--- config.mk ---
export PLATFORM = sky130hd
export DESIGN_NAME = dist_fabric_top
export DESIGN_NICKNAME = d
export VERILOG_FILES = /design/src/logic/dist_pkg.sv /design/src/logic/dist_cfg_if.sv /design/src/logic/apb_ctrl.sv /design/src/logic/delivery_counters.sv /design/src/logic/dest_sequencer.sv /design/src/logic/dist_fabric_top.sv /design/src/logic/unicast_chain.sv
export SDC_FILE = /design/constraint.sdc
export NUM_CORES = 1
export LEC_CHECK = 0
export ABC_CLOCK_PERIOD_IN_PS = 3100
export BUFFER_PORTS_ARGS = -buffer_cell sky130_fd_sc_hd__buf_2
export CAP_MARGIN = 15
export CORE_MARGIN = 4
export CORE_UTILIZATION = 60
export CTS_BUF_LIST = sky130_fd_sc_hd__clkbuf_2 sky130_fd_sc_hd__clkbuf_4 sky130_fd_sc_hd__clkbuf_8
export DETAILED_ROUTE_END_ITERATION = 6
export PLACE_DENSITY = 0.95
export SYNTH_ARGS = -nofsm -noshare
export SYNTH_HDL_FRONTEND = slang
export SYNTH_HIERARCHICAL = 1
export SYNTH_SLANG_ARGS = --single-unit
--- constraint.sdc ---
create_clock -name clk -period 3.1 [get_ports clk]
set_clock_uncertainty 0.05 [all_clocks]
set_input_delay 0.155 -clock clk [delete_from_list [all_inputs] [get_ports clk]]
set_output_delay 0.155 -clock clk [all_outputs]
set_load 0.005 [all_outputs]
--- src/logic/dist_pkg.sv ---
`default_nettype none

package dist_pkg;

	////////////////////////////////////////
	// sizes
	////////////////////////////////////////

	// consumer nodes on the chain
	localparam int NUM_NODE   = 4;
	localparam int DATA_WIDTH = 32;
	// destination tag, one node index
	localparam int NODE_W     = 2;
	// statistics counters saturate at this width
	localparam int CNT_W      = 16;
	localparam int ADDR_W     = 8;
	localparam int APB_DW     = 32;

	////////////////////////////////////////
	// register map
	////////////////////////////////////////

	// bit 0 enable, bit 1 mode
	localparam logic [ADDR_W-1:0] ADDR_CTRL     = 8'h00;
	localparam logic [ADDR_W-1:0] ADDR_MASK     = 8'h04;
	// write only, bit 0 fires the clear
	localparam logic [ADDR_W-1:0] ADDR_CLEAR    = 8'h08;
	localparam logic [ADDR_W-1:0] ADDR_DROP     = 8'h0C;
	// node n counter at base + 4n
	localparam logic [ADDR_W-1:0] ADDR_CNT_BASE = 8'h10;
	localparam logic [ADDR_W-1:0] ADDR_CNT_LAST = ADDR_CNT_BASE + ADDR_W'(4 * (NUM_NODE - 1));

	// destination mode encodings
	localparam logic MODE_SIDEBAND    = 1'b0;
	localparam logic MODE_ROUND_ROBIN = 1'b1;

endpackage

`default_nettype wire

--- src/logic/dist_cfg_if.sv ---
`timescale 1ns/10ps
`default_nettype none

interface dist_cfg_if;
	import dist_pkg::*;

	// settings from the register file
	logic                enable;
	logic                mode;
	logic [NUM_NODE-1:0] mask;
	// one cycle pulse, zeroes the statistics
	logic                clear;

	// counter readback path
	logic [NODE_W-1:0]   cnt_sel;
	logic [CNT_W-1:0]    cnt_value;

	// register file side
	modport ctrl (
		output enable,
		output mode,
		output mask,
		output clear,
		output cnt_sel,
		input  cnt_value
	);

	// destination sequencer only needs the routing settings
	modport seq (input enable, input mode, input mask);

	modport stats (input clear, input cnt_sel, output cnt_value);

endinterface

`default_nettype wire

--- src/logic/apb_ctrl.sv ---
`timescale 1ns/10ps
`default_nettype none

module apb_ctrl (
	input  logic                          clk,
	input  logic                          i_rst,
	input  logic                          i_psel,
	input  logic                          i_penable,
	input  logic                          i_pwrite,
	input  logic [dist_pkg::ADDR_W-1:0]   i_paddr,
	input  logic [dist_pkg::APB_DW-1:0]   i_pwdata,
	output logic [dist_pkg::APB_DW-1:0]   o_prdata,
	input  logic [dist_pkg::CNT_W-1:0]    i_drop_cnt,
	dist_cfg_if.ctrl                      cfg
);
	import dist_pkg::*;

	// access phase qualifiers
	logic                wr_en;
	logic                rd_en;
	// counter window decode
	logic                cnt_hit;
	logic [ADDR_W-1:0]   cnt_offset;

	// register state
	logic                enable_q;
	logic                mode_q;
	logic [NUM_NODE-1:0] mask_q;
	logic                clear_q;

	// transfer completes when psel and penable are both high
	assign wr_en = i_psel && i_penable && i_pwrite;
	assign rd_en = i_psel && i_penable && !i_pwrite;

	////////////////////////////////////////
	// write decode
	////////////////////////////////////////

	always_ff @(posedge clk)
	begin
		if (i_rst)
		begin
			enable_q <= 1'b0;
			mode_q   <= MODE_SIDEBAND;
			mask_q   <= '1;
			clear_q  <= 1'b0;
		end
		else
		begin
			// pulse for one cycle after the clear write
			clear_q <= wr_en && (i_paddr == ADDR_CLEAR) && i_pwdata[0];
			if (wr_en && (i_paddr == ADDR_CTRL))
			begin
				enable_q <= i_pwdata[0];
				mode_q   <= i_pwdata[1];
			end
			if (wr_en && (i_paddr == ADDR_MASK))
				mask_q <= i_pwdata[NUM_NODE-1:0];
		end
	end

	assign cfg.enable = enable_q;
	assign cfg.mode   = mode_q;
	assign cfg.mask   = mask_q;
	assign cfg.clear  = clear_q;

	////////////////////////////////////////
	// read path
	////////////////////////////////////////

	// word aligned address inside the counter window
	assign cnt_hit    = (i_paddr >= ADDR_CNT_BASE) && (i_paddr <= ADDR_CNT_LAST)
		&& (i_paddr[1:0] == 2'b00);
	assign cnt_offset = i_paddr - ADDR_CNT_BASE;
	// counter index from the word offset
	assign cfg.cnt_sel = cnt_offset[2 +: NODE_W];

	always_comb
	begin
		o_prdata = '0;
		if (rd_en)
		begin
			if (cnt_hit)
				o_prdata = APB_DW'(cfg.cnt_value);
			else
			begin
				// clear register reads back as zero
				case (i_paddr)
					ADDR_CTRL: o_prdata = APB_DW'({mode_q, enable_q});
					ADDR_MASK: o_prdata = APB_DW'(mask_q);
					ADDR_DROP: o_prdata = APB_DW'(i_drop_cnt);
					default:   o_prdata = '0;
				endcase
			end
		end
	end

	// setup phase always sits between two access phases
	a_clear_single : assert property (@(posedge clk) disable iff (i_rst)
		cfg.clear |=> !cfg.clear);

endmodule

`default_nettype wire

--- src/logic/delivery_counters.sv ---
`timescale 1ns/10ps
`default_nettype none

module delivery_counters (
	input  logic                            clk,
	input  logic                            i_rst,
	input  logic [dist_pkg::NUM_NODE-1:0]   i_node_valid,
	input  logic                            i_drop,
	output logic [dist_pkg::CNT_W-1:0]      o_drop_cnt,
	dist_cfg_if.stats                       cfg
);
	import dist_pkg::*;

	// one delivery count per node
	logic [CNT_W-1:0] node_cnt [NUM_NODE];
	logic [CNT_W-1:0] drop_cnt;

	////////////////////////////////////////
	// counting
	////////////////////////////////////////

	always_ff @(posedge clk)
	begin
		// clear beats a coinciding increment
		if (i_rst || cfg.clear)
		begin
			for (int k = 0; k < NUM_NODE; k++)
				node_cnt[k] <= '0;
			drop_cnt <= '0;
		end
		else
		begin
			// saturate at all ones
			for (int k = 0; k < NUM_NODE; k++)
			begin
				if (i_node_valid[k] && (node_cnt[k] != '1))
					node_cnt[k] <= node_cnt[k] + 1'b1;
			end
			if (i_drop && (drop_cnt != '1))
				drop_cnt <= drop_cnt + 1'b1;
		end
	end

	////////////////////////////////////////
	// readback
	////////////////////////////////////////

	assign cfg.cnt_value = node_cnt[cfg.cnt_sel];
	assign o_drop_cnt    = drop_cnt;

endmodule

`default_nettype wire

--- src/logic/dest_sequencer.sv ---
`timescale 1ns/10ps
`default_nettype none

module dest_sequencer (
	input  logic                              clk,
	input  logic                              i_rst,
	input  logic                              i_valid,
	input  logic [dist_pkg::DATA_WIDTH-1:0]   i_data,
	input  logic [dist_pkg::NODE_W-1:0]       i_dest,
	output logic                              o_ready,
	output logic                              o_word_valid,
	output logic [dist_pkg::DATA_WIDTH-1:0]   o_word_data,
	output logic [dist_pkg::NODE_W-1:0]       o_word_tag,
	output logic                              o_drop,
	dist_cfg_if.seq                           cfg
);
	import dist_pkg::*;

	logic              accept;
	// next node to try in round robin
	logic [NODE_W-1:0] rr_ptr;
	logic [NODE_W-1:0] rr_tag;
	logic [NODE_W-1:0] tag;
	logic              drop_now;

	// no downstream back pressure, enable alone gates input
	assign o_ready = cfg.enable;
	assign accept  = i_valid && o_ready;

	// first masked node at or after the pointer
	always_comb
	begin
		rr_tag = rr_ptr;
		// walk down so the closest hit wins
		for (int k = NUM_NODE - 1; k >= 0; k--)
		begin
			if (cfg.mask[(int'(rr_ptr) + k) % NUM_NODE])
				rr_tag = NODE_W'((int'(rr_ptr) + k) % NUM_NODE);
		end
	end

	// tag and drop by mode
	always_comb
	begin
		if (cfg.mode == MODE_ROUND_ROBIN)
		begin
			tag      = rr_tag;
			drop_now = (cfg.mask == '0);
		end
		else
		begin
			tag      = i_dest;
			drop_now = !cfg.mask[i_dest];
		end
	end

	always_ff @(posedge clk)
	begin
		if (i_rst)
		begin
			o_word_valid <= 1'b0;
			o_drop       <= 1'b0;
			rr_ptr       <= '0;
		end
		else
		begin
			o_word_valid <= accept && !drop_now;
			o_drop       <= accept && drop_now;
			// pointer moves past the node just served
			if (accept && !drop_now && (cfg.mode == MODE_ROUND_ROBIN))
				rr_ptr <= NODE_W'((int'(rr_tag) + 1) % NUM_NODE);
		end
	end

	// payload
	always_ff @(posedge clk)
	begin
		o_word_data <= i_data;
		o_word_tag  <= tag;
	end

	// issued tag was enabled in the mask seen at acceptance
	a_tag_masked : assert property (@(posedge clk) disable iff (i_rst)
		o_word_valid |-> |($past(cfg.mask) & (NUM_NODE'(1) << o_word_tag)));

endmodule

`default_nettype wire

--- src/logic/dist_fabric_top.sv ---
`timescale 1ns/10ps
`default_nettype none

module dist_fabric_top (
	input  logic                                               clk,
	input  logic                                               i_rst,
	// apb slave
	input  logic                                               i_psel,
	input  logic                                               i_penable,
	input  logic                                               i_pwrite,
	input  logic [dist_pkg::ADDR_W-1:0]                        i_paddr,
	input  logic [dist_pkg::APB_DW-1:0]                        i_pwdata,
	output logic [dist_pkg::APB_DW-1:0]                        o_prdata,
	// word stream
	input  logic                                               i_valid,
	input  logic [dist_pkg::DATA_WIDTH-1:0]                    i_data,
	input  logic [dist_pkg::NODE_W-1:0]                        i_dest,
	output logic                                               o_ready,
	// consumer nodes
	output logic [dist_pkg::NUM_NODE-1:0]                      o_node_valid,
	output logic [dist_pkg::NUM_NODE*dist_pkg::DATA_WIDTH-1:0] o_node_data
);
	import dist_pkg::*;

	// sequencer to chain
	logic                  word_valid;
	logic [DATA_WIDTH-1:0] word_data;
	logic [NODE_W-1:0]     word_tag;
	// statistics
	logic                  drop;
	logic [CNT_W-1:0]      drop_cnt;

	dist_cfg_if cfg ();

	apb_ctrl u_apb_ctrl (
		.clk        (clk),
		.i_rst      (i_rst),
		.i_psel     (i_psel),
		.i_penable  (i_penable),
		.i_pwrite   (i_pwrite),
		.i_paddr    (i_paddr),
		.i_pwdata   (i_pwdata),
		.o_prdata   (o_prdata),
		.i_drop_cnt (drop_cnt),
		.cfg        (cfg.ctrl)
	);

	dest_sequencer u_dest_sequencer (
		.clk          (clk),
		.i_rst        (i_rst),
		.i_valid      (i_valid),
		.i_data       (i_data),
		.i_dest       (i_dest),
		.o_ready      (o_ready),
		.o_word_valid (word_valid),
		.o_word_data  (word_data),
		.o_word_tag   (word_tag),
		.o_drop       (drop),
		.cfg          (cfg.seq)
	);

	unicast_chain u_unicast_chain (
		.clk          (clk),
		.i_rst        (i_rst),
		.i_word_valid (word_valid),
		.i_word_data  (word_data),
		.i_word_tag   (word_tag),
		.o_node_valid (o_node_valid),
		.o_node_data  (o_node_data)
	);

	// counts what the nodes see at the top
	delivery_counters u_delivery_counters (
		.clk          (clk),
		.i_rst        (i_rst),
		.i_node_valid (o_node_valid),
		.i_drop       (drop),
		.o_drop_cnt   (drop_cnt),
		.cfg          (cfg.stats)
	);

endmodule

`default_nettype wire

--- src/logic/unicast_chain.sv ---
`timescale 1ns/10ps
`default_nettype none

module unicast_chain (
	input  logic                                            clk,
	input  logic                                            i_rst,
	input  logic                                            i_word_valid,
	input  logic [dist_pkg::DATA_WIDTH-1:0]                 i_word_data,
	input  logic [dist_pkg::NODE_W-1:0]                     i_word_tag,
	output logic [dist_pkg::NUM_NODE-1:0]                   o_node_valid,
	output logic [dist_pkg::NUM_NODE*dist_pkg::DATA_WIDTH-1:0] o_node_data
);
	import dist_pkg::*;

	// stage n feeds node n
	// stage 0 is the sequencer word, the rest are hop registers
	logic                  stage_valid [NUM_NODE];
	logic [DATA_WIDTH-1:0] stage_data  [NUM_NODE];
	logic [NODE_W-1:0]     stage_tag   [NUM_NODE];

	assign stage_valid[0] = i_word_valid;
	assign stage_data[0]  = i_word_data;
	assign stage_tag[0]   = i_word_tag;

	genvar n;

	////////////////////////////////////////
	// hop registers
	////////////////////////////////////////

	generate
		for (n = 1; n < NUM_NODE; n++)
		begin : g_hop
			// word retires once it passes its own node
			always_ff @(posedge clk)
			begin
				if (i_rst)
					stage_valid[n] <= 1'b0;
				else
					stage_valid[n] <= stage_valid[n-1] && (stage_tag[n-1] != NODE_W'(n - 1));
			end

			// data and tag travel with valid
			always_ff @(posedge clk)
			begin
				stage_data[n] <= stage_data[n-1];
				stage_tag[n]  <= stage_tag[n-1];
			end
		end
	endgenerate

	////////////////////////////////////////
	// node outputs
	////////////////////////////////////////

	generate
		for (n = 0; n < NUM_NODE; n++)
		begin : g_node
			logic hit;

			// carried tag matches this node
			assign hit = stage_valid[n] && (stage_tag[n] == NODE_W'(n));

			always_ff @(posedge clk)
			begin
				if (i_rst)
				begin
					o_node_valid[n]                      <= 1'b0;
					o_node_data[n*DATA_WIDTH +: DATA_WIDTH] <= '0;
				end
				else if (hit)
				begin
					o_node_valid[n]                      <= 1'b1;
					o_node_data[n*DATA_WIDTH +: DATA_WIDTH] <= stage_data[n];
				end
				else
				begin
					// idle node shows zeros
					o_node_valid[n]                      <= 1'b0;
					o_node_data[n*DATA_WIDTH +: DATA_WIDTH] <= '0;
				end
			end

			a_idle_zero : assert property (@(posedge clk) disable iff (i_rst)
				!o_node_valid[n] |-> (o_node_data[n*DATA_WIDTH +: DATA_WIDTH] == '0));
		end
	endgenerate

endmodule

`default_nettype wire

-- Word-level counts from Yosys, hierarchy flattened
Memories as Yosys holds them, arrays and structs flattened.
Index checks and enable logic that the tools add are counted.
- eq/ne operators: 13
- div/mod/pow operators: 0
- bitwise gates (word level): 11
- muxes and demuxes: 44
- shifts and indexed selects: 0
- reductions and logical operators: 41
- $add $sub $neg: 10
- magnitude comparators: 7
- $mul: 0
- operators by type and width (cell ; number):
    $add 16x1->16 const B ; 5
    $ne 16x16->1 const B ; 5
    $mux 16 ; 4
    $mux 32 ; 2
    $pmux 16 s3 ; 1
    $mux 1 ; 27
    $logic_and 1x1->1 ; 25
    $eq 8x4->1 const B ; 2
    $reduce_or 2->1 ; 7
    $lt 3x4->1 const B ; 3
    $bmux 1 s2 ; 5
    $mux 2 ; 5
    $eq 8x3->1 const B ; 1
    $ge 8x5->1 const B ; 1
    $le 8x5->1 const B ; 1
    $logic_not 8->1 ; 1
    $lt 2x3->1 const B ; 2
    $add 2x1->2 const B ; 2
    $add 2x2->2 const B ; 2
    $eq 2x2->1 const B ; 2
    $logic_not 2->1 ; 2
    $logic_not 4->1 ; 1
    $not 1->1 ; 4
    $or 1x1->1 ; 4
    other kinds (8) ; 12
- logic and storage cells: 154
- input port bits: 80
- bits in latches: 0
- memory bits (writable): 64
- ROM bits: 0
- bits in registers: 298
- memories kept: 1
- memory list (name ; depth ; bits a word ; rd ports ; clocked after Yosys merged registers in ; wr ports ; line ; source):
    u_delivery_counters.node_cnt ; 4 ; 16 ; 5 ; 0 ; 4 ; delivery_counters.sv:15 ; logic [CNT_W-1:0] node_cnt [NUM_NODE];

-- Logic depth before layout (Yosys ltp)
- word-level depth: 11
- mapped depth: 6
- gate-level depth less buffers: 5

-- Cells and area by module
The synthesis kept the hierarchy.
- by module, submodules not included (module ; instances ; area an instance (sq um) ; cells each):
    unicast_chain ; 1 ; 5738.0 ; 387
    delivery_counters ; 1 ; 4730.8 ; 430
    dest_sequencer ; 1 ; 1044.8 ; 81
    apb_ctrl ; 1 ; 837.1 ; 115

-- Worst setup path after synthesis
No wires, ideal clock.
- path kind: flip-flop to flip-flop
- start: mem u_delivery_counters.node_cnt[0][0]
- end: mem u_delivery_counters.node_cnt[0][0] (enable)
- path buffers: 0
- path slack: 1.102 ns
- setup time: 0.379 ns
- data arrival time: 1.569 ns
- clock period less this slack: 1.998 ns
- cell stages (with the launch flop): 6
- cells stage by stage: edfxtp_1 ha_1 nand3_1 or3_4 o21ai_0 nand2_1
- RTL lines (what ; line):
    from (decl) ; delivery_counters.sv:15

-- Final worst setup path
- start: in i_paddr[5] in the netlist's numbering
- end: reg u_apb_ctrl.clear_q (netlist: u_apb_ctrl/cfg.clear)
- cells in the longest elaborated chain, start to end: 3
- RTL lines (what ; line ; source):
    from (decl) ; dist_fabric_top.sv:11 ; input logic [dist_pkg::ADDR_W-1:0] i_paddr,
    $eq 8x4->1 ; apb_ctrl.sv:51 ; clear_q <= wr_en && (i_paddr == ADDR_CLEAR) && i_pwdata[0];
    $logic_and 1x1->1 (2 in a row) ; apb_ctrl.sv:51 ;
    to (signal assigned) ; apb_ctrl.sv:51 ;
    to (decl) ; apb_ctrl.sv:29 ; logic clear_q;
Every way passes these cells.
A chain may end at the register's enable or synchronous reset.

==> results by group <==
Status
  • Status: complete, but fails checks
  • Failing checks: DRC

Global route
  • Overall Global Routing Usage: 26.4%
  • Antenna violations before repair: 1
  • First-pass GRT wire length: 46.9 mm
  • Largest net degree at the start of global routing: 35
  • Remaining global-route overflow: 0
  • Vias in the first global route: 8981

STA
  • Worst Max-Slew Pin Slew: 0.750 ns
  • Final Hold Viols: 0
  • Final worst path period share: 82.4%
  • Slew Limit Headroom: 49.8%
  • RSZ-0062 raised after global routing: false
  • Peak Freq: 391 MHz
  • Final WS setup: 0.546 ns
  • Final setup fails: 0
  • Pins Over Slew Limit: 0
  • Fin Hold WS: 0.109 ns
  • Final worst path period need: 2.55 ns
  • Final TNS setup: 0 ns

Setup path
  • Worst setup path category: in2reg
  • Setup crit end kind: register
  • Setup slack, reg-to-reg: 0.74 ns
  • Arr. time, crit path: 3.02 ns
  • Req. time, crit path: 3.57 ns
  • FF-to-FF path depth: 5
  • CP startpoint kind: input port
  • Crit-path max FO: 3

Logic synthesis
  • Synthesized cell area: 12400 µm²
  • Biggest area consumer among synthesized cells: dfxtp_1
  • Post-synth EDFFs: 64
  • Adder-cell share of the synthesized area: 0.507%
  • Sequential fraction of the synthesis area: 63.9%
  • Main combinational cell family by area after synthesis: simple AND/OR/NAND/NOR gates
  • Number of synthesized register bits: 362
  • Compound-Gate Fraction of Synth Area: 4.36%
  • YS warnings: 6
  • Synth Area in XOR/XNOR: 3.76%
  • Yosys top cell area share: 48.3%
  • Syn Area/Cell: 12.2 µm²
  • Post-synthesis mux area share: 4.05%
  • Most used DFF post-synth: dfxtp_1
  • Synth async-reset ratio: 0%
  • Largest cells by area after synthesis: dfxtp_1, edfxtp_1, and2_1, mux4_2, nor2_1
  • Cells after Synth: 1013
  • Post-Synth Simple-Gate Area: 20.2%
  • Synth cell types: 73

Clocking
  • Num Clock Sinks: 362
  • Clk slew on worst S/H paths: 0.06 ns
  • Max H-tree Level: 2
  • TritonCTS clock tree: built
  • Post-CTS Setup Inserts: 0
  • Clk_lat worst skew: 0.58 ns
  • CTS Buf Count: 51
  • Max Root-Sink Buffers: 3
  • CTS root buf: clkbuf_8

Pwr
  • P_int: 7.30 mW
  • Switching part of the total: 21.8%
  • Reg power frac: 53.6%
  • Clock Power Share: 43.8%
  • VDD IR max: 0.000596 V
  • Comb pwr share: 2.6%
  • P_sw: 2.03 mW
  • PwrDens: 620 nW/µm²
  • Leak pwr: 6.46 nW

Detailed routing
  • DRC viols: 4
  • Drt total wl: 30.9 mm
  • Vias: 8692
  • DR iter-0 viols: 536
  • Wirelength per Cell: 19.4 µm
  • Final ANT Viol Nets: 0
  • Vias/cell: 5.46
  • TritonRoute pass-1 iters: 7

Placement
  • Placed cell area: 13400 µm²
  • RePlAce Congestion: 0.845
  • Post-DP HPWL: 19.2 mm
  • Dpl ws: 0.783 ns
  • Port bufs: 200

Floorplan
  • Die width: 151 µm
  • Die Y: 151 µm
  • Initial Utilization: 61.0%
  • Core Area: 20200 µm²
  • I/O pin cnt: 245
  • Die area: 22900 µm²
  • Core Rows: 52

Layout
  • Layout cells sized above 1: 27.2%
  • Final Cell Area: 15100 µm²
  • Synthesis-to-layout area growth: 21.9%
  • Final nets: 1368
  • Layout Utilization: 74.4%

Worst hold path
  • Worst Hold Class: in2reg
  • WHS Path Cells: 4

Run
  • Max-Cap Viols: 0
==> path summary, 6_finish.rpt <==
path / endpoint / startpoint
setup / recovery: u_apb_ctrl/cfg.clear$_SDFF_PP0_ / i_paddr[5]
hold / removal: u_apb_ctrl/cfg.enable$_SDFFE_PP0P_ / i_pwrite
setup reg to reg: u_delivery_counters/node_cnt[0][5]$_SDFFCE_PN0P_ / u_delivery_counters/node_cnt[0][0]$_SDFFCE_PN0P_
hold reg to reg: u_unicast_chain/stage_data[1]$_DFF_P_ / u_unicast_chain/stage_data[33]$_DFF_P_
==> worst max-delay path, stage by stage <==
cell and delay, ns:
dlygate4sd3_1 0.53, buf_2 0.12, nor3_2 0.19, dlygate4sd3_1 0.62
nand2_1 0.07, dlygate4sd3_1 0.57, nor3_2 0.19, dlygate4sd3_1 0.57
==> synthesized netlist by cell type, types with 5 or more instances <==
library cell / instances
dfxtp_1: 298
and2_1: 119
nor2_1: 85
edfxtp_1: 64
nand2_1: 40
xnor2_1: 35
nand3_1: 33
a21oi_1: 28
buf_4: 21
inv_1: 19
xor2_1: 18
mux4_2: 15
and3_1: 13
nand4_1: 13
nor4_1: 13
o21ai_0: 13
and2_2: 12
nand3b_1: 12
nor3_1: 12
buf_2: 8
mux2i_1: 8
and4_1: 7
nand2b_1: 7
or3_1: 7
buf_6: 6
clkbuf_1: 6
clkbuf_2: 6
o31ai_1: 6
or4_1: 6
ha_1: 5
mux2_2: 5
nor2b_1: 5
nor3b_1: 5
==> placed cells by master (no fill, tap or decap), drive strengths merged, types with 9 or more instances in the layout <==
master	instances
nor2	85
dfxtp	298
nand4	16
nand3b	13
conb	16
nand2	40
nand3	37
and2	131
o21ai	13
clkbuf	69
clkinv	12
or3	9
xor2	18
mux4	16
inv	23
dlygate4sd3	48
nor4	16
buf	202
xnor2	35
and3	13
edfxtp	64
nor3	15
a21oi	29
==> power groups by stage <==
stage / Combinational (mW) / Clock (mW) / Sequential, mW
after floorplan: 0.144 / 0 / 5.06
after global placement: 0.184 / 0 / 5.08
after detailed placement: 0.190 / 0 / 5.09
after CTS: 0.235 / 4.10 / 4.99
after global routing: 0.263 / 4.37 / 5.01
final: 0.245 / 4.08 / 5.00
==> per-stage QoR <==
stage / power, mW / cells
after CTS: 9.33 / 1590
final: 9.33 / 1591
after floorplan: 5.20 / 1028
after global routing: 9.64 / 1590
after global placement: 5.26 / 1452
after detailed placement: 5.28 / 1452
==> registers in the layout (all words and copies together) (netlist names) <==
name,count
u_apb_ctrl/cfg.clear,1
u_apb_ctrl/cfg.enable,1
u_apb_ctrl/cfg.mask,4
u_apb_ctrl/cfg.mode,1
u_delivery_counters/node_cnt,64
u_delivery_counters/o_drop_cnt,16
u_dest_sequencer/o_drop,1
u_dest_sequencer/o_word_data,32
u_dest_sequencer/o_word_tag,2
u_dest_sequencer/o_word_valid,1
u_dest_sequencer/rr_ptr,2
u_unicast_chain/o_node_data,128
u_unicast_chain/o_node_valid,4
u_unicast_chain/stage_data,96
u_unicast_chain/stage_tag,6
u_unicast_chain/stage_valid,3
==> cell type report <==
type | instances | area [µm²]
Antenna cell | 1 | 2.50
Sequential cell | 362 | 7890
Clock buffer | 69 | 868
Multi-Input combinational cell | 598 | 4120
Inverter | 20 | 75.1
Fill cell | 1232 | 5180
Tap cell | 270 | 338
Clock inverter | 21 | 260
Timing Repair Buffer | 250 | 1500
==> per-layer routing <==
layer	track usage (%)	routed length, µm	vias to the layer above
li1	-	-	4016
met1	29.3	11000	4136
met2	47.6	16300	431
met3	6.69	2400	109
met4	11.7	1330	0
met5	0	0	-
==> cell families (layout without fill, tap and decap cells) <==
kind of cell               count (synthesis)  count (layout)
muxes                                     29              29
and+or+nand+nor                          419             419
AOI/OAI and AO/OA                         76              76
buffers and inverters                     68             360
adders and majority gates                  5               5
DFF                                      362             362
other                                      1              17
xor gates and xnor gates                  53              53
==> what timing repair did <==
item | in CTS | in global routing
endpoints found under the hold margin | 44 | 0
hold buffers | 48 | 0
endpoints found under the setup margin | 0 | 0
resized for setup | 0 | 0
(Power assumes the default switching activity.)
